[src/common/dcache_defs.svh]
`ifndef DCACHE_DEFS_SVH
`define DCACHE_DEFS_SVH

// cache geometry

// associativity
`define DCACHE_WAYS 2

// 16 sets
`define DCACHE_INDEX_W 4

// byte offset within a line, 16 bytes per line
`define DCACHE_OFFSET_W 4

`define DCACHE_WORDS (1 << (`DCACHE_OFFSET_W - 2))

// whatever is left of a 32-bit address
`define DCACHE_TAG_W (32 - `DCACHE_INDEX_W - `DCACHE_OFFSET_W)

`endif

[src/dcache/dcache_data_ram.sv]
`timescale 1ns/1ps
`include "dcache_defs.svh"

module dcache_data_ram (
    input  logic                           clk,
    input  logic [`DCACHE_INDEX_W-1:0]     index,
    input  logic [`DCACHE_WORDS*4-1:0]     byte_en,
    input  logic [`DCACHE_WORDS*32-1:0]    wline,
    output logic [`DCACHE_WORDS*32-1:0]    rline
);

    localparam int SETS  = 1 << `DCACHE_INDEX_W;
    localparam int BYTES = `DCACHE_WORDS * 4;

    logic [BYTES*8-1:0] lines [SETS];

    // byte_en bit b covers wline[8*b +: 8]
    // a cpu store enables up to 4 bytes of one word
    // a refill beat enables one whole word
    always_ff @(posedge clk) begin
        for (int b = 0; b < BYTES; b++) begin
            if (byte_en[b]) begin
                lines[index][b*8 +: 8] <= wline[b*8 +: 8];
            end
        end
    end

    assign rline = lines[index]; // whole line, word select is done in the top

endmodule

[config.mk]
export PLATFORM = sky130hd
export DESIGN_NAME = dcache_data_ram
export DESIGN_NICKNAME = d
export VERILOG_FILES = /design/src/dcache/dcache_data_ram.sv
export VERILOG_INCLUDE_DIRS = /design/src /design/src/common
export SDC_FILE = /design/constraint.sdc
export NUM_CORES = 2
export LEC_CHECK = 0
export BUFFER_PORTS_ARGS = -buffer_cell sky130_fd_sc_hd__buf_2
export CORE_MARGIN = 4
export CORE_UTILIZATION = 60
export CTS_BUF_LIST = sky130_fd_sc_hd__clkbuf_4 sky130_fd_sc_hd__clkbuf_8
export DETAILED_ROUTE_END_ITERATION = 10
export PLACE_DENSITY_LB_ADDON = 0.12
export SYNTH_ARGS = -nofsm -noshare
export SYNTH_HDL_FRONTEND = slang
export SYNTH_SLANG_ARGS = --single-unit
[constraint.sdc]
create_clock -name clk -period 2.2 [get_ports clk]
set_input_delay 0.11 -clock clk [delete_from_list [all_inputs] [get_ports clk]]
set_output_delay 0.11 -clock clk [all_outputs]
set_load 0.05 [all_outputs]
==> results by group <==
Power
  – VDD IR-drop max: 0.000809 V
  – Overall power: 80.6 mW
  – Pwr/cell area: 858 nW/um^2
  – Leak Pwr: 30.6 nW

Worst setup path
  – Crit path DAT: 2490 ps
  – Worst setup path class: flop to output port
  – Critical Path RT: 2090 ps
  – Crit-path max FO: 1
  – Worst Setup End Kind: output port
  – Crit start category: flop

Synth
  – Synth warn: 0
  – Synth area leaders: edfxtp_1 (79%), mux4_2 (14%), a22oi_1 (2.5%)
  – Post-synthesis sequential area ratio: 78.5%
  – Primary FF master, synth: edfxtp_1
  – Syn avg cell area: 22.8 um^2
  – Post-synth EDFFs: 2048
  – Top cells by count, synth: edfxtp_1 (2048), mux4_2 (500), and2_1 (257)
  – Asr flop ratio synth: 0%
  – Synth Net Count: 3580
  – Most frequent cell after synthesis: edfxtp_1
  – Top cell type by total area after synthesis: edfxtp_1
  – Library cells used by synthesis: 17
  – Syn Inst Count: 3431
  – Seq cells post-synth: 2048
  – Top cell type's share of synthesized area: 78.5%
  – Mapped Area: 78300 um^2

Global route
  – Global-route wire length before repair: 269000 um
  – Initial antenna violation count: 28
  – GRT Total Usage: 27.0%
  – Largest net degree at the start of global routing: 59
  – Vias in the first global route: 41524
  – Gr ovfl total: 0

STA
  – Tcrit/Tclk final: 118%
  – Final setup margin: -404 ps
  – Slew at the pin closest to its max-slew limit: 722 ps
  – Period minus WS final: 2600 ps
  – Finish-stage setup viols: 128
  – Max_slew headroom: 51.7%
  – Final slew viol count: 0
  – FMAX: 0.384 GHz
  – RSZ-0062 raised after global routing: yes
  – Final hold vios: 0
  – Hold WS: 106 ps

CTS
  – CTS buffer count: 330
  – Clk slew on worst S/H paths: 60 ps
  – Clk sinks: 2048
  – H-tree depth: 5
  – Post-CTS setup buffers: 0
  – CTS tree: built
  – Clock buffer depth: 4
  – Root buffer cell: clkbuf_8

Floorplanning
  – Die height: 369 um
  – Die Wd: 369 um
  – Standard-cell rows: 132
  – Ports: 277
  – Die ar.: 136000 um^2
  – Initial Util: 60.4%
  – CORE AREA: 130000 um^2

Cells and area
  – Largest registers: lines: 2048 flops
  – Fillers: 7315
  – Final Instance Area: 93800 um^2
  – Final layout net count: 4442
  – Layout cells sized above 1: 38.1%
  – Layout area overhead: 19.8%
  – Max FFs per register: 2048
  – Register with the most flip-flops: lines

Detailed routing
  – DRC errors left: 0
  – Drt first pass iters: 7
  – Initial DRC Count: 4476
  – WL per Instance: 28.8 um
  – Final ANT Viol Nets: 0
  – WL final: 180000 um
  – Via-to-Cell Ratio: 6.22
  – Vias: 38986

Outcome
  – Outcome: finished, violations left
  – Violated checks: negative setup slack

Placement
  – DP HPWL: 110000 um
  – Post-DP Area: 83300 um^2
  – GP Congestion: 0.798
  – Input/output buffers: 276

Worst hold path
  – Worst hold-check path type: input pin to flop

Run
  – Maxcap violations: 0
## where the power goes
group	internal [mW]	switching [mW]	total [mW]
Clock	15.9	14.0	30.0
Combinational	2.69	3.95	6.64
Sequential	43.8	0.182	43.9
Total	62.4	18.2	80.6
## final cells by class
cell class	instances	area [um^2]	share of cell area [%]
Multi-Input combinational cell	1179	16900	18.0
Clock buffer	430	5340	5.69
Clock inverter	113	546	0.581
Tap cell	1742	2180	2.32
Timing Repair Buffer	734	7310	7.79
Antenna cell	20	50.0	0.0533
Sequential cell	2048	61500	65.5
## logic make-up (layout without fill, tap and decap cells)
group                  count (synthesis)  in the layout  share of synthesized area, %
muxes                                512            512                          14.8
and+or+nand+nor                      411            411                          2.82
DFF                                 2048           2048                          78.5
buffers and inverters                204           1277                          1.40
other                                  0             20                             0
AOI/OAI and AO/OA                    256            256                          2.45
## per-layer routing
metal	vias up	track usage [%]	share of wire, %
met2	1963	42.4	49
met4	6	8.52	2.4
li1	16269	-	-
met3	311	7.00	9.7
met1	20437	38.1	39
met5	-	0	0.022
## what timing repair did
item / 4_1_cts / 5_1_grt
hold buffers: 266 / 0
resized for setup: 493 / 44
endpoints found under the setup margin: 128 / 128
pin swaps: 212 / 32
endpoints found under the hold margin: 4096 / 0
## worst max-delay path, cell delays in order (launching register included)
cell and delay (ps):
edfxtp_1 360, mux4_2 470, a22oi_2 370, nand2_2 130, buf_6 170
## cells in the final DEF, fill, tap and decap left out, drive strengths merged, types with 20 or more instances in the layout
cell and n:
mux4 512, and2 257, edfxtp 2048, nand2 130, clkinv 105, a22oi 256
buf 468, dlygate4sd3 266, clkbuf 430, diode 20
## final timing paths
kind | startpoint | endpoint | depth (start not counted)
worst min-delay path | wline[14] | lines[0][14]$_DFFE_PP_ | 2
worst max-delay path | lines[8][127]$_DFFE_PP_ | rline[127] | 4
## metrics by stage
stage | setup slack [ps] | TNS, ps | cells | utilization [%]
6_report | -404 | -31720 | 6266 | 72.4
2_1_floorplan | 483 | 0 | 3431 | -
5_1_grt | -526 | -47170 | 6253 | 72.4
3_5_place_dp | 1.60 | 0 | 5440 | 64.3
4_1_cts | -499 | -46090 | 6246 | 72.2
3_3_place_gp | 6.00 | 0 | 5440 | 64.3
Power figures use the tool's default switching activity.
