==> src/common/dcache_defs.svh <==
`ifndef DCACHE_DEFS_SVH
`define DCACHE_DEFS_SVH

// cache geometry

// associativity
`define DCACHE_WAYS 2

// 16 sets
`define DCACHE_INDEX_W 4

// byte offset within a line, 16 bytes per line
`define DCACHE_OFFSET_W 4

`define DCACHE_WORDS (1 << (`DCACHE_OFFSET_W - 2))

// whatever is left of a 32-bit address
`define DCACHE_TAG_W (32 - `DCACHE_INDEX_W - `DCACHE_OFFSET_W)

`endif

==> src/common/dcache_pkg.sv <==
`include "dcache_defs.svh"

package dcache_pkg;

    typedef enum logic [1:0] {
        SIZE_BYTE = 2'd0,
        SIZE_HALF = 2'd1,
        SIZE_WORD = 2'd2
    } req_size_e;

    typedef enum logic [1:0] {
        ST_IDLE      = 2'd0,
        ST_WRITEBACK = 2'd1, // dirty victim going out
        ST_REFILL    = 2'd2
    } dcache_state_e;

    // cpu request, held until cpu_addr_ok
    typedef struct packed {
        logic        wr;
        req_size_e   size;
        logic [31:0] addr;
        logic [31:0] wdata; // bytes already sit on their lanes
    } cpu_cmd_t;

    // one word per request
    typedef struct packed {
        logic        req;
        logic        wen;
        logic        wlast; // last word of a write-back burst
        logic [31:0] addr;
        logic [31:0] wdata;
    } mem_cmd_t;

    typedef struct packed {
        logic                     valid;
        logic                     dirty;
        logic [`DCACHE_TAG_W-1:0] tag;
    } line_meta_t;

endpackage

==> src/dcache/dcache_tag_ram.sv <==
`timescale 1ns/1ps
`include "dcache_defs.svh"

module dcache_tag_ram (
    input  logic                       clk,
    input  logic                       reset,
    input  logic [`DCACHE_INDEX_W-1:0] index,
    input  logic                       wen,
    input  dcache_pkg::line_meta_t     wmeta,
    output dcache_pkg::line_meta_t     rmeta
);

    localparam int SETS = 1 << `DCACHE_INDEX_W;

    logic [SETS-1:0]          valid;
    logic                     dirty [SETS]; // only meaningful while valid
    logic [`DCACHE_TAG_W-1:0] tag [SETS];

    always_ff @(posedge clk) begin
        if (reset) begin
            valid <= '0;
        end else if (wen) begin
            valid[index] <= wmeta.valid;
        end
    end

    always_ff @(posedge clk) begin
        if (wen) begin
            dirty[index] <= wmeta.dirty;
            tag[index]   <= wmeta.tag;
        end
    end

    // combinational read, so a hit is known in the request cycle
    assign rmeta = '{
        valid: valid[index],
        dirty: dirty[index],
        tag:   tag[index]
    };

endmodule

==> config.mk <==
export PLATFORM = sky130hd
export DESIGN_NAME = dcache_tag_ram
export DESIGN_NICKNAME = d
export VERILOG_FILES = /design/src/common/dcache_pkg.sv /design/src/dcache/dcache_tag_ram.sv
export VERILOG_INCLUDE_DIRS = /design/src /design/src/common
export SDC_FILE = /design/constraint.sdc
export NUM_CORES = 1
export LEC_CHECK = 0
export BUFFER_PORTS_ARGS = -buffer_cell sky130_fd_sc_hd__buf_2
export CORE_UTILIZATION = 42
export CTS_CLUSTER_DIAMETER = 100
export DETAILED_ROUTE_END_ITERATION = 10
export GPL_TIMING_DRIVEN = 0
export SYNTH_ARGS = -nofsm -noshare
export SYNTH_HDL_FRONTEND = slang
export SYNTH_SLANG_ARGS = --single-unit
==> constraint.sdc <==
create_clock -name clk -period 5.2 [get_ports clk]
set_input_delay 0.26 -clock clk [delete_from_list [all_inputs] [get_ports clk]]
set_output_delay 0.26 -clock clk [all_outputs]
set_load 0.005 [all_outputs]
==> reports/qor.txt, run 1 <==
Grt total ovfl - 0
Clock sinks - 416
Hold Fails Final Rpt - 0
Via-per-instance ratio - 5.55
Core Region - 0.0370 mm^2
Critical path cell sequence - buf_2 -> buf_2 -> buf_2 -> nand3_1 -> nor2_4 -> buf_16
Initial DRC Count - 702
Root buffer cell - clkbuf_16
Clock slew at reported path FFs - 0.07 ns
RSZ-0062 raised after global routing - false
Worst skew pair latency - 0.53 ns
Largest net degree at the start of global routing - 21
Final Cycle Share - 47.1%
Worst Skew - 0 ns
Via count - 7,636
Clock H-tree levels - 2
Routed WL - 35,500 um
Final setup fails - 0
Critical Path Max Stage Delay - 0.72 ns
Diode count - 0
# hold bufs at CTS - 0
Final core utilization - 50.7%
CP Launch Point - index[1]
Max Cap Viol - 0
Peak supply drop - 0.207 mV
Slew headroom - 31.8%
Worst-case hold slack - 0.0256 ns
Layout cell share with drive strength beyond 1 - 34.0%
Worst Path Max Fanout - 14
GR Util All Layers - 19.0%
Worst Path Arrival - 2.68 ns
Total power - 7120 uW
Crit Path Class - primary input to flop
Register-to-register setup slack - 4.52 ns
Die width - 197 um
Commonest non-fill, non-tap cell in the layout - edfxtp_1
Setup crit start kind - primary input
Chip Height - 197 um
Slew @ Worst Pin - 1.02 ns
Worst Slack Setup Final - 2.75 ns
Synth Cell Area - 0.0159 mm^2
Routed WL per cell - 25.8 um
Outcome - complete, no violations
Hold crit path type - primary input to flop
Worst Hold Launch - wmeta[25]
CP endpoint kind - flop
Post-CTS Setup Repair Bufs - 0
Nets - 875
Initial Utilization - 43.1%
Residual DRC - 0
Fmax - 0.408 GHz
Placed Cells - 1,301
Area overhead of the layout relative to synthesis - 17.5%
R2R cell count - 2
Post_cts resized - 0
Die ar. - 0.0387 mm^2
Seq/Total Area, Yosys - 77.4%
Layout fillers - 2,994
Inserted Clock Buffers - 43
Yosys warns - 0
Critical path's slowest cell - nor2_4
R2R Path Start - valid[3]
CTS tree - done
Most frequent cells in the layout - edfxtp_1 (400), mux4_2 (104), buf_2 (69), clkbuf_16 (45), a22oi_1 (32)
Max Buffers Root-to-Sink - 3
Gpl congestion - 0.795
Initial antenna violation count - 1
Worst R2R End - valid[3]
Pwr Density - 380 mW/mm^2
Layout Cells excl Fill - 1,377
CP endpoint - tag[7][10]
TritonRoute pass-1 iters - 5
DP Wirelength - 21,900 um
Buffers added on ports - 55
Antenna viol nets, final - 0
Post-route minimum period - 2.45 ns
Yosys reg bits - 416
Synth Instances - 724
IO Pins - 59
Vias in the first global route - 7,983
Leakage - 0.00594 uW
First-pass GRT wire length - 52,700 um
Synth Area per Inst - 22.0 um^2
Most used cell, CP - buf_2
Post-Syn Nets - 757
Post-Place Worst Slack - 2.26 ns
Rows - 70
Final slew viol count - 0
Critical Path RT - 5.43 ns
Post-synth cell types - 30
==> cells in the mapped netlist <==
cell type,instances,area [um^2]
nand3_1,15,75.1
nand3b_1,2,15.0
or3b_2,1,8.76
buf_4,5,37.5
nor3_1,1,5.00
o21ai_0,15,75.1
or3_1,2,12.5
and2_1,1,6.26
mux4_2,104,2340
o31ai_1,1,7.51
a22oi_1,32,240
buf_1,5,18.8
dfxtp_1,16,320
clkbuf_1,14,52.6
nor3b_1,1,7.51
and3b_1,2,17.5
inv_1,1,3.75
buf_2,14,70.1
nor2_1,16,60.1
a22oi_2,20,250
and3_1,1,6.26
nand2_1,27,101
a21oi_1,16,80.1
buf_6,3,33.8
nor2b_1,2,12.5
nand2b_1,4,25.0
edfxtp_1,400,12000
or4_1,1,7.51
buf_12,1,20.0
or2_2,1,6.26
==> per-stage QoR <==
step,TNS (ns),area [um^2]
floorplan,0,15900
global placement,-8.55,16800
detailed placement,0,17400
CTS,0,18700
global route,0,18700
finish,0,18700
==> sequential cells by signal, indices dropped and copies added (netlist names) <==
signal	cells
tag	384
valid	16
dirty	16
==> where the power goes <==
group	total, uW	internal [uW]	switching, uW	leakage (uW)
clock network	2980	1770	1210	0.000675
registers	3750	3740	13.7	0.00374
logic	392	159	232	0.00152
total	7120	5670	1450	0.00594
==> worst min-delay path by stage <==
stage | endpoint | slack, ns | depth (start not counted)
2_1_floorplan | dirty[0] | 0.36 | 0
3_3_place_gp | valid[9] | 0.46 | 2
3_5_place_dp | valid[9] | 0.47 | 2
4_1_cts | valid[9] | 0.01 | 3
5_1_grt | valid[9] | 0.04 | 3
6_report | valid[9] | 0.03 | 3
==> layer usage <==
| metal | vias to the layer above | part of all wire, % | global-route usage [%] |
|---|---|---|---|
| li1 | 3307 | - | - |
| met1 | 4063 | 43 | 25.8 |
| met2 | 204 | 51 | 32.5 |
| met3 | 60 | 3.8 | 2.38 |
| met5 | - | 0.034 | 0 |
| met4 | 2 | 2.3 | 5.60 |
==> critical path: cells and delay by family <==
kind / cells / cell delay [ns]
buf+inv: 4 / 1.14
simple gates: 2 / 1.24
==> cell type report <==
class                      count  area [um^2]  share of cell area [%]
buffer                        42          233                    1.24
clock buffer                  52         1150                    6.15
clock inverter                24          211                    1.13
inverter                       1         3.75                  0.0200
multi-input combinational    265         3480                    18.6
sequential                   416        12300                    65.9
tap                          504          631                    3.37
timing repair buffer          73          681                    3.64
==> cell families after synthesis <==
logic type | after synthesis | synth area share [%]
AO/OA/AOI/OAI | 84 | 4.10
flip-flops | 416 | 77.4
AND/OR/NAND/NOR | 77 | 2.30
multiplexers | 104 | 14.7
buffers and inverters | 43 | 1.48
Power figures use the tool's default switching activity.
==> run 2: changes to the inputs <==
Clock period 5.2 ns to 2.07 ns, I/O delays scaled along.
==> reports/qor.txt, run 2 (synthesis results as in run 1) <==
Pwr Density - 919 mW/mm^2 (+140%)
Placed Cells - 1,297 (-0.31%)
Commonest non-fill, non-tap cell in the layout - edfxtp_1
Slew headroom - 34.2% (+2.4 points)
Layout cell share with drive strength beyond 1 - 32.9% (-1.1 points)
Die ar. - 0.0387 mm^2 (unchanged)
Hold crit path type - primary input to flop
TNS Setup - 0 ns (unchanged)
Critical path's slowest cell - buf_1
Worst Path Max Fanout - 10 (-4)
Clk pwr share - 40.0% (-1.8 points)
Fmax - 0.486 GHz
Largest registers - tag (384), dirty (16), valid (16)
TritonRoute pass-1 iters - 5 (unchanged)
Setup crit start kind - primary input
Via-per-instance ratio - 5.43 (-2.1%)
Grt total ovfl - 0 (unchanged)
GR Util All Layers - 18.9% (-0.16 points)
Leakage - 0.00603 uW (+1.6%)
Worst Skew - 0 ns (unchanged)
Worst Path Arrival - 1.95 ns (-0.73 ns)
First-pass GRT wire length - 52,700 um (-0.16%)
Outcome - complete, no violations
Critical path cell sequence - buf_2 -> buf_1 -> mux4_2 -> a22oi_2 -> nand2_1 -> buf_2
Hold Fails Final Rpt - 0 (unchanged)
RSZ-0062 raised after global routing - true
CTS tree - done
Worst Hold Depth - 4 (+1)
IO Pins - 59 (unchanged)
Chip Height - 197 um (unchanged)
Crit Path Class - primary input to primary output
Residual DRC - 0 (unchanged)
Nets - 903 (+3.2%)
Buffers added on ports - 55 (unchanged)
Initial DRC Count - 707 (+0.71%)
Final slew viol count - 0 (unchanged)
DP Wirelength - 22,300 um (+2.1%)
Most flops, register - tag
Inserted Clock Buffers - 43 (unchanged)
Slew @ Worst Pin - 0.986 ns (-0.0367 ns)
Diode count - 0 (unchanged)
Register share of total power - 54.1% (+1.4 points)
Design internal power - 13,700 uW (+140%)
Clock sinks - 416 (unchanged)
Most frequent cells in the layout - edfxtp_1 (400), mux4_2 (104), buf_2 (67), clkbuf_16 (44), a22oi_1 (32)
Initial Utilization - 43.1% (unchanged)
Gpl congestion - 0.782 (-1.7%)
Critical Path Max Stage Delay - 0.69 ns (-0.03 ns)
Post-route minimum period - 2.06 ns
Gate power share - 5.9% (+0.4 points)
Largest net degree at the start of global routing - 26 (+24%)
Rows - 70 (unchanged)
Via count - 7,631 (-0.065%)
R2R cell count - 3 (+1)
Die width - 197 um (unchanged)
CP endpoint kind - primary output
Routed WL - 35,300 um (-0.72%)
Clock slew at reported path FFs - 0.06 ns (about the same)
Antenna viol nets, final - 0 (unchanged)
Root buffer cell - clkbuf_16
Final setup fails - 0 (unchanged)
Peak supply drop - 0.567 mV (+170%)
Clock H-tree levels - 2 (unchanged)
Critical Path RT - 1.97 ns (-3.46 ns)
Area overhead of the layout relative to synthesis - 19.1%
Largest register FFs - 384 (unchanged)
Worst skew pair latency - 0.53 ns (about the same)
Core Region - 0.0370 mm^2 (unchanged)
Initial antenna violation count - 0 (-1)
Vias in the first global route - 8,065 (+1.0%)
Most used cell, CP - buf_2
Final Cycle Share - 99.4%
Worst-case hold slack - 0.101 ns (+0.0749 ns)
Max Buffers Root-to-Sink - 3 (unchanged)
NetSw - 3680 uW (+150%)
Max Cap Viol - 0 (unchanged)
Net Sw Frac - 21.1% (+0.71 points)
Routed WL per cell - 25.1 um (-2.8%)
Layout Cells excl Fill - 1,406 (+2.1%)
[run 2: cell type report]
cell class	instances	area [um^2]
fillers	2972	18000
inverters	1	3.75
flip-flops and latches	416	12300
multi-input cells	266	3500
repair buffers	100	993
plain buffers	42	241
clock buffers	54	1150
clock inverters	23	114
well taps	504	631
[run 2: through the flow]
stage	worst slack (ns)	utilization [%]	total power, uW	area (um^2)
floorplan	-0.361	-	10200	16000
global placement	-1.95	45.6	10500	16900
detailed placement	-0.746	46.9	10600	17300
CTS	-0.0208	51.2	17600	18900
global route	-0.0590	51.3	18000	19000
finish	0.0116	51.3	17400	19000
[run 2: power by group through the flow]
stage,logic (uW),clock network (uW),registers [uW]
after global routing,1120,7440,9440
after detailed placement,1000,0,9610
final,1030,6980,9430
after floorplan,556,0,9600
after CTS,1050,7160,9430
after global placement,946,0,9600
[run 2: metal layers]
metal,track usage (%),wire [um],share of wire (%)
met1,26.4,15700,44
met2,31.1,17400,49
met5,0,0,0
met4,4.97,614,1.7
met3,2.94,1600,4.5
[run 2: final timing paths]
kind	startpoint	endpoint	slack [ns]
min	wen	valid[4]	0.10
min reg2reg	valid[3]	valid[3]	0.48
max	index[1]	rmeta[9]	0.01
max reg2reg	valid[10]	valid[10]	0.90
[run 2: repair_timing]
action,in CTS,in global routing
buffers inserted,1,2
cloned,1,0
hold buffers,28,0
gates resized for setup,5,3
setup endpoints to repair,87,74
pin swaps,3,2
hold endpoints to repair,407,0
[run 2: critical path, delay by kind of cell]
| kind | cells | cell delay [ns] |
|---|---|---|
| buffers and inverters | 3 | 1.09 |
| multiplexers | 1 | 0.43 |
| AND/OR/NAND/NOR | 1 | 0.11 |
| AO/OA/AOI/OAI | 1 | 0.22 |
