[src/common/dcache_defs.svh]
`ifndef DCACHE_DEFS_SVH
`define DCACHE_DEFS_SVH

// cache geometry

// associativity
`define DCACHE_WAYS 2

// 16 sets
`define DCACHE_INDEX_W 4

// byte offset within a line, 16 bytes per line
`define DCACHE_OFFSET_W 4

`define DCACHE_WORDS (1 << (`DCACHE_OFFSET_W - 2))

// whatever is left of a 32-bit address
`define DCACHE_TAG_W (32 - `DCACHE_INDEX_W - `DCACHE_OFFSET_W)

`endif

[src/dcache/dcache_replacement.sv]
`timescale 1ns/1ps
`include "dcache_defs.svh"

module dcache_replacement #(
    parameter int WAY_W = $clog2(`DCACHE_WAYS)
)(
    input  logic                       clk,
    input  logic                       reset,
    input  logic [`DCACHE_INDEX_W-1:0] index,
    input  logic                       advance,
    output logic [WAY_W-1:0]           victim_way
);

    localparam int SETS = 1 << `DCACHE_INDEX_W;

    logic [WAY_W-1:0] ptr [SETS]; // next way to evict, per set

    always_ff @(posedge clk) begin
        if (reset) begin
            for (int s = 0; s < SETS; s++) begin
                ptr[s] <= '0;
            end
        end else if (advance) begin
            if (ptr[index] == WAY_W'(`DCACHE_WAYS - 1)) begin
                ptr[index] <= '0;
            end else begin
                ptr[index] <= ptr[index] + 1'b1;
            end
        end
    end

    assign victim_way = ptr[index];

endmodule

[config.mk]
export PLATFORM = sky130hd
export DESIGN_NAME = dcache_replacement
export DESIGN_NICKNAME = d
export VERILOG_FILES = /design/src/dcache/dcache_replacement.sv
export VERILOG_INCLUDE_DIRS = /design/src /design/src/common
export SDC_FILE = /design/constraint.sdc
export NUM_CORES = 1
export LEC_CHECK = 0
export ABC_AREA = 1
export BUFFER_PORTS_ARGS = -buffer_cell sky130_fd_sc_hd__buf_2
export CAP_MARGIN = 30
export CORE_MARGIN = 10
export CORE_UTILIZATION = 35
export CTS_BUF_LIST = sky130_fd_sc_hd__clkbuf_8
export CTS_CLUSTER_DIAMETER = 100
export DETAILED_ROUTE_END_ITERATION = 6
export HOLD_SLACK_MARGIN = 0.03
export PLACE_DENSITY = 0.55
export REMOVE_ABC_BUFFERS = 1
export SETUP_SLACK_MARGIN = 0.15
export SLEW_MARGIN = 25
export SYNTH_ARGS = -nofsm -noshare
export SYNTH_HDL_FRONTEND = slang
export SYNTH_SLANG_ARGS = --single-unit
[constraint.sdc]
create_clock -name clk -period 1.3 [get_ports clk]
set_input_delay 0.13 -clock clk [delete_from_list [all_inputs] [get_ports clk]]
set_output_delay 0.13 -clock clk [all_outputs]
set_load 0.02 [all_outputs]
==> flow_metrics.tcl, run 1 <==
set metrics [dict create \
    status "complete, but fails checks" \
    violations "setup timing" \
    crit_slowest_cell "edfxtp_1" \
    crit_chain "nand2_1, nand2_1, nand2_1, nand2_1, nand2_2, buf_6, nand4_1, buf_6" \
    combPwrFrac 0.164 \
    drt_iter0_drc 49 \
    drv_cap 0 \
    clkLatencyLatePin_ns 0.25 \
    fin_total_pwr_w 0.00118 \
    syn_to_final_growth_pct 20.2 \
    die_area_um2 5550 \
    portBuffers 7 \
    grtUsageMet2 0.144 \
    drive_gt1_frac 0.350 \
    fin_nets 151 \
    grt_pass1_vias 826 \
    synth-seq-area-share 0.462 \
    max_slew.worst_pin.slew_ns 0.321 \
    coreArea_um2 2810 \
    synth_common_cells "66 x nand2_1, 16 x edfxtp_1, 14 x nor3_2" \
    largest_reg_flops 16 \
    crit_end "victim_way" \
    ys.flop_type "edfxtp_1" \
    critPathCaptureType "output pin" \
    drt-pass1-iter-count 4 \
    cp_max_fo 2 \
    worst_clock_skew_ns 0.00611 \
    maxSlewHeadroom 0.785 \
    final_area_um2 1250 \
    synth_cells 125 \
    reg2reg_slack_ns -0.07 \
    ys_seq_elements 16 \
    initial_core_util 0.371 \
    finalSetupTns_ns -0.752 \
    grt.met3_usage 0.0266 \
    die_y_um 74.5 \
    p_leak_nw 0.539 \
    utilization 0.446 \
    p_int_w 0.000866 \
    synth_area_per_cell_um2 8.32 \
    worst-setup-path-type "flop to output pin" \
    die_w_um 74.5 \
    power.density_nw_per_um2 944 \
    wire_per_inst_um 13.5 \
    grt_first_pass_wirelength_um 3970 \
    synth_cell_type_count 14 \
    synth.area.top_cells "edfxtp_1 46%, nand2_1 24%, nor3_2 13%, buf_6 3.2%, nor3_1 2.9%" \
    root_buffer "clkbuf_8" \
    regMostFlops "ptr" \
    maxSlewViolCount 0 \
    synth_area_leader_cell "edfxtp_1" \
    tritoncts "done" \
    pwr-share-seq 0.505 \
    hold_viol 0 \
    cts_sinks 16 \
    vias_per_cell 4.91 \
    clock_power_share 0.331 \
    async_reset_ff_frac 0 \
    r2r_end "ptr[11]" \
    top_regs "ptr x16" \
    reg2regPathDepth 8 \
    grt_antenna_before_repair 0 \
    cts_max_path_buffers 2 \
    grt_max_degree 17 \
    clk_pin_slew_ns 0.07 \
    drc 0 \
    grt-ovfl-total 0 \
    r2r-start "ptr[14]" \
    numCtsBuffers 3 \
    grt-busiest-layer "met2" \
    synth_area_um2 1040 \
    cpPeakStageDelay_ns 0.40 \
    finalCriticalPeriod_ns 1.47 \
    yosys.area.top_type_share 0.462 \
    period_share 1.13 \
    startpoint_type "flop" \
    arrival_ns 1.34 \
    dr_total_vias 855 \
    globalRouteTotalUtil 0.0915 \
    cts_hold_buf 0 \
    synth_edf_count 16 \
    netSwitchingFraction 0.267 \
    rsz0062_at_grt "yes" \
    ant_nets 0 \
    cpMostUsedCell "nand2_1" \
    switchingPower_w 0.000315 \
    n_antenna_cell 0 \
    dp_hpwl_um 1790 \
    max_freq_mhz 678 \
    rows 19 \
    hp-class "input pin to flop" \
    finalWeightedCongestion 0.878 \
    yosysWarnings 0 \
    cp_data_required_time_ns 1.17 \
    setup_viol 17 \
    wl_um 2350 \
    ir_drop_mv 0.532 \
    fin_hold_ws_ns 0.370 \
    postPlaceCellArea_um2 1140 \
    crit_path_start "ptr[4]" \
    yosysMostFrequentCell "nand2_1" \
    h-tree-depth 1 \
    setup_ws_ns -0.174 \
    met1_usage 0.121 \
    ioPinCount 8 \
]
-- cells in the final DEF, fill, tap and decap left out, drive strengths merged --
cell and count:
buf 19, clkbuf 3, clkinv 1, edfxtp 16, inv 6, nand2 71
nand3 3, nand4 1, nor2 3, nor3 20
-- critical path, delay by kind of cell (launching register included) --
family                 cells  cell delay, ns
buffers and inverters      2            0.25
and+or+nand+nor            6            0.44
DFF                        1            0.40
-- how the worst min path moves through the flow --
| stage | slack [ns] | to | from | cells after the start |
|---|---|---|---|---|
| 6_report | 0.37 | ptr[1] | reset | 4 |
| 5_1_grt | 0.39 | ptr[10] | reset | 4 |
| 4_1_cts | 0.37 | ptr[1] | reset | 4 |
| 3_5_place_dp | 0.64 | ptr[1] | reset | 4 |
| 3_3_place_gp | 0.63 | ptr[4] | reset | 4 |
| 2_1_floorplan | 0.41 | ptr[12] | reset | 2 |
-- layer usage --
layer  vias to the layer above  wire length (um)
met5                         -                 0
met4                         0                18
met3                         4                70
met2                         8              1130
met1                       400              1140
li1                        443                 -
-- stage by stage --
stage               worst slack, ns  instances
floorplan                     0.193        120
global placement            -0.0234        167
finish                       -0.174        174
CTS                          -0.186        174
detailed placement          -0.0605        167
global route                 -0.271        174
-- timing repair --
item / in CTS / in global routing
cloned: 0 / 0
setup endpoints to repair: 17 / 17
gates resized for setup: 6 / 4
setup buffers: 3 / 0
pin swaps: 4 / 1
-- layout make-up --
| type | count | area, um2 |
|---|---|---|
| Clock inverter | 1 | 3.75 |
| Inverter | 6 | 22.5 |
| Timing Repair Buffer | 19 | 135 |
| Clock buffer | 3 | 41.3 |
| Multi-Input combinational cell | 98 | 528 |
| Sequential cell | 16 | 480 |
| Tap cell | 31 | 38.8 |
| Fill cell | 299 | 1560 |
-- cell families (layout without fill, tap and decap cells) --
group | Yosys count | after routing | share of synthesized area
DFF | 16 | 16 | 0.462
buffers and inverters | 11 | 29 | 0.0650
and+or+nand+nor | 98 | 98 | 0.473
-- power by group through the flow --
stage / Combinational (W) / Clock, W / Sequential, W
after floorplan: 0.000107 / 0 / 0.000603
after global placement: 0.000172 / 0 / 0.000608
after detailed placement: 0.000175 / 0 / 0.000608
after CTS: 0.000191 / 0.000392 / 0.000597
after global routing: 0.000215 / 0.000419 / 0.000598
final: 0.000194 / 0.000390 / 0.000596
(Power assumes the default switching activity.)
==> run 2: changes to the inputs <==
--- a/config.mk
+++ b/config.mk
@@ -8,14 +8,16 @@
 export LEC_CHECK = 0
 export ABC_AREA = 1
 export BUFFER_PORTS_ARGS = -buffer_cell sky130_fd_sc_hd__buf_2
-export CAP_MARGIN = 30
+export CAP_MARGIN = 20
+export CELL_PAD_IN_SITES_DETAIL_PLACEMENT = 1
+export CELL_PAD_IN_SITES_GLOBAL_PLACEMENT = 2
 export CORE_MARGIN = 10
 export CORE_UTILIZATION = 35
 export CTS_BUF_LIST = sky130_fd_sc_hd__clkbuf_8
 export CTS_CLUSTER_DIAMETER = 100
 export DETAILED_ROUTE_END_ITERATION = 6
 export HOLD_SLACK_MARGIN = 0.03
-export PLACE_DENSITY = 0.55
+export PLACE_DENSITY = 0.81
 export REMOVE_ABC_BUFFERS = 1
 export SETUP_SLACK_MARGIN = 0.15
 export SLEW_MARGIN = 25
==> flow_metrics.tcl, run 2 (same netlist as run 1, synthesis figures left out) <==
set metrics [dict create \
    status "complete, but fails checks" \
    violations "setup timing" \
    drc 0 \
    startpoint_type "flop" \
    finalWeightedCongestion 0.794 \
    cts_hold_buf 0 \
    setup_ws_ns -0.216 \
    reg2reg_slack_ns -0.10 \
    root_buffer "clkbuf_8" \
    die_y_um 74.5 \
    grt_antenna_before_repair 0 \
    drt-pass1-iter-count 4 \
    cp_data_required_time_ns 1.17 \
    drive_gt1_frac 0.352 \
    worst_clock_skew_ns 0.00142 \
    wl_um 2670 \
    max_freq_mhz 660 \
    final_cell_mix "65 x nand2_1, 18 x nor3_2, 16 x edfxtp_1" \
    maxSlewHeadroom 0.777 \
    min_path_cells 4 \
    instances_no_fill 173 \
    rsz0062_at_grt "yes" \
    rows 19 \
    syn_to_final_growth_pct 19.0 \
    worstHoldStart "reset" \
    worst-setup-path-type "flop to output pin" \
    r2r-start "ptr[4]" \
    whs_endpoint "ptr[4]" \
    netSwitchingFraction 0.265 \
    grt_max_degree 17 \
    drt_iter0_drc 37 \
    wire_per_inst_um 15.4 \
    globalRouteTotalUtil 0.112 \
    p_leak_nw 0.537 \
    dp_cells 167 \
    cts_max_path_buffers 2 \
    numCtsBuffers 3 \
    dp_hpwl_um 2040 \
    coreArea_um2 2810 \
    max_slew.worst_pin.slew_ns 0.333 \
    p_int_w 0.000862 \
    finalCriticalPeriod_ns 1.52 \
    cts_sinks 16 \
    grt_pass1_vias 956 \
    r2r_end "ptr[12]" \
    clk_pin_slew_ns 0.06 \
    regMostFlops "ptr" \
    top_regs "ptr x16" \
    period_share 1.17 \
    hp-class "input pin to flop" \
    arrival_ns 1.39 \
    hold_viol 0 \
    fin_nets 150 \
    tritoncts "done" \
    crit_path_start "ptr[4]" \
    switchingPower_w 0.000310 \
    clkLatencyLatePin_ns 0.25 \
    ir_drop_mv 0.530 \
    ant_nets 0 \
    fin_total_pwr_w 0.00117 \
    reg2regPathDepth 8 \
    initial_core_util 0.371 \
    combPwrFrac 0.164 \
    largest_reg_flops 16 \
    portBuffers 7 \
    final_common_cell "nand2_1" \
    pwr-share-seq 0.510 \
    power.density_nw_per_um2 947 \
    drv_cap 0 \
    vias_per_cell 5.04 \
    h-tree-depth 1 \
    cp_max_fo 2 \
    setup_viol 17 \
    grt_first_pass_wirelength_um 4750 \
    die_area_um2 5550 \
    die_w_um 74.5 \
    critPathCaptureType "output pin" \
    maxSlewViolCount 0 \
    ioPinCount 8 \
    clock_power_share 0.326 \
    n_antenna_cell 0 \
    dr_total_vias 872 \
    grt-ovfl-total 0 \
]
[run 2: cell count changes in the layout (fill, tap and decap cells not counted)]
cell / previous run / this run
nor3_4: 0 / 1
buf_6: 2 / 0
nor3_2: 19 / 18
buf_4: 11 / 12
nand2_8: 1 / 0
nand2_4: 1 / 2
nand3_2: 0 / 1
nand3_1: 3 / 2
[run 2: final cells by class]
class                      instances  area, um2
timing repair buffer              18        120
clock buffer                       3       41.3
fill                             346       1570
tap                               31       38.8
inverter                           6       22.5
multi-input combinational         98        531
sequential                        16        480
clock inverter                     1       3.75
[run 2: power by group through the flow]
| stage | logic (W) | registers [W] | clock network [W] |
|---|---|---|---|
| 2_1_floorplan | 0.000107 | 0.000603 | 0 |
| 3_3_place_gp | 0.000176 | 0.000608 | 0 |
| 3_5_place_dp | 0.000180 | 0.000609 | 0 |
| 4_1_cts | 0.000190 | 0.000598 | 0.000379 |
| 5_1_grt | 0.000217 | 0.000600 | 0.000410 |
| 6_report | 0.000192 | 0.000598 | 0.000382 |
[run 2: metrics by stage]
step           hold WS [ns]  area (um2)  utilization  setup WS [ns]  TNS [ns]
6_report              0.385        1240        0.441         -0.216     -1.65
4_1_cts               0.384        1210        0.433         -0.210     -1.72
5_1_grt               0.405        1240        0.441         -0.288     -3.06
3_3_place_gp          0.637        1140        0.405        -0.0541    -0.671
2_1_floorplan         0.405         995            -          0.193         0
3_5_place_dp          0.642        1140        0.405        -0.0835     -1.08
[run 2: worst max path at each step]
stage | to | cells after the start | slack (ns)
floorplan | ptr[14] | 5 | 0.19
global placement | ptr[10] | 9 | -0.05
detailed placement | ptr[11] | 9 | -0.08
CTS | victim_way | 8 | -0.21
global route | victim_way | 8 | -0.29
finish | victim_way | 8 | -0.22
[run 2: layer usage]
metal / vias up / share of wire / global-route usage / routed length [um]
li1: 443 / - / - / -
met3: 6 / 0.036 / 0.0199 / 97
met2: 13 / 0.48 / 0.170 / 1270
met1: 410 / 0.46 / 0.145 / 1230
met4: 0 / 0.024 / 0.0630 / 65
met5: - / 0 / 0 / 0
[run 2: what timing repair did]
item                                    4_1_cts  5_1_grt
endpoints found under the setup margin       17       18
pin swaps                                     3        1
buffers inserted                              2        0
gates resized for setup                       4        5
[run 2: critical path, stage by stage (launching register included)]
cell	delay, ns
edfxtp_1	0.42
nand2_1	0.08
nand2_1	0.05
nand2_1	0.07
nand2_2	0.05
nand2_2	0.06
buf_4	0.10
nand4_1	0.11
buf_4	0.18
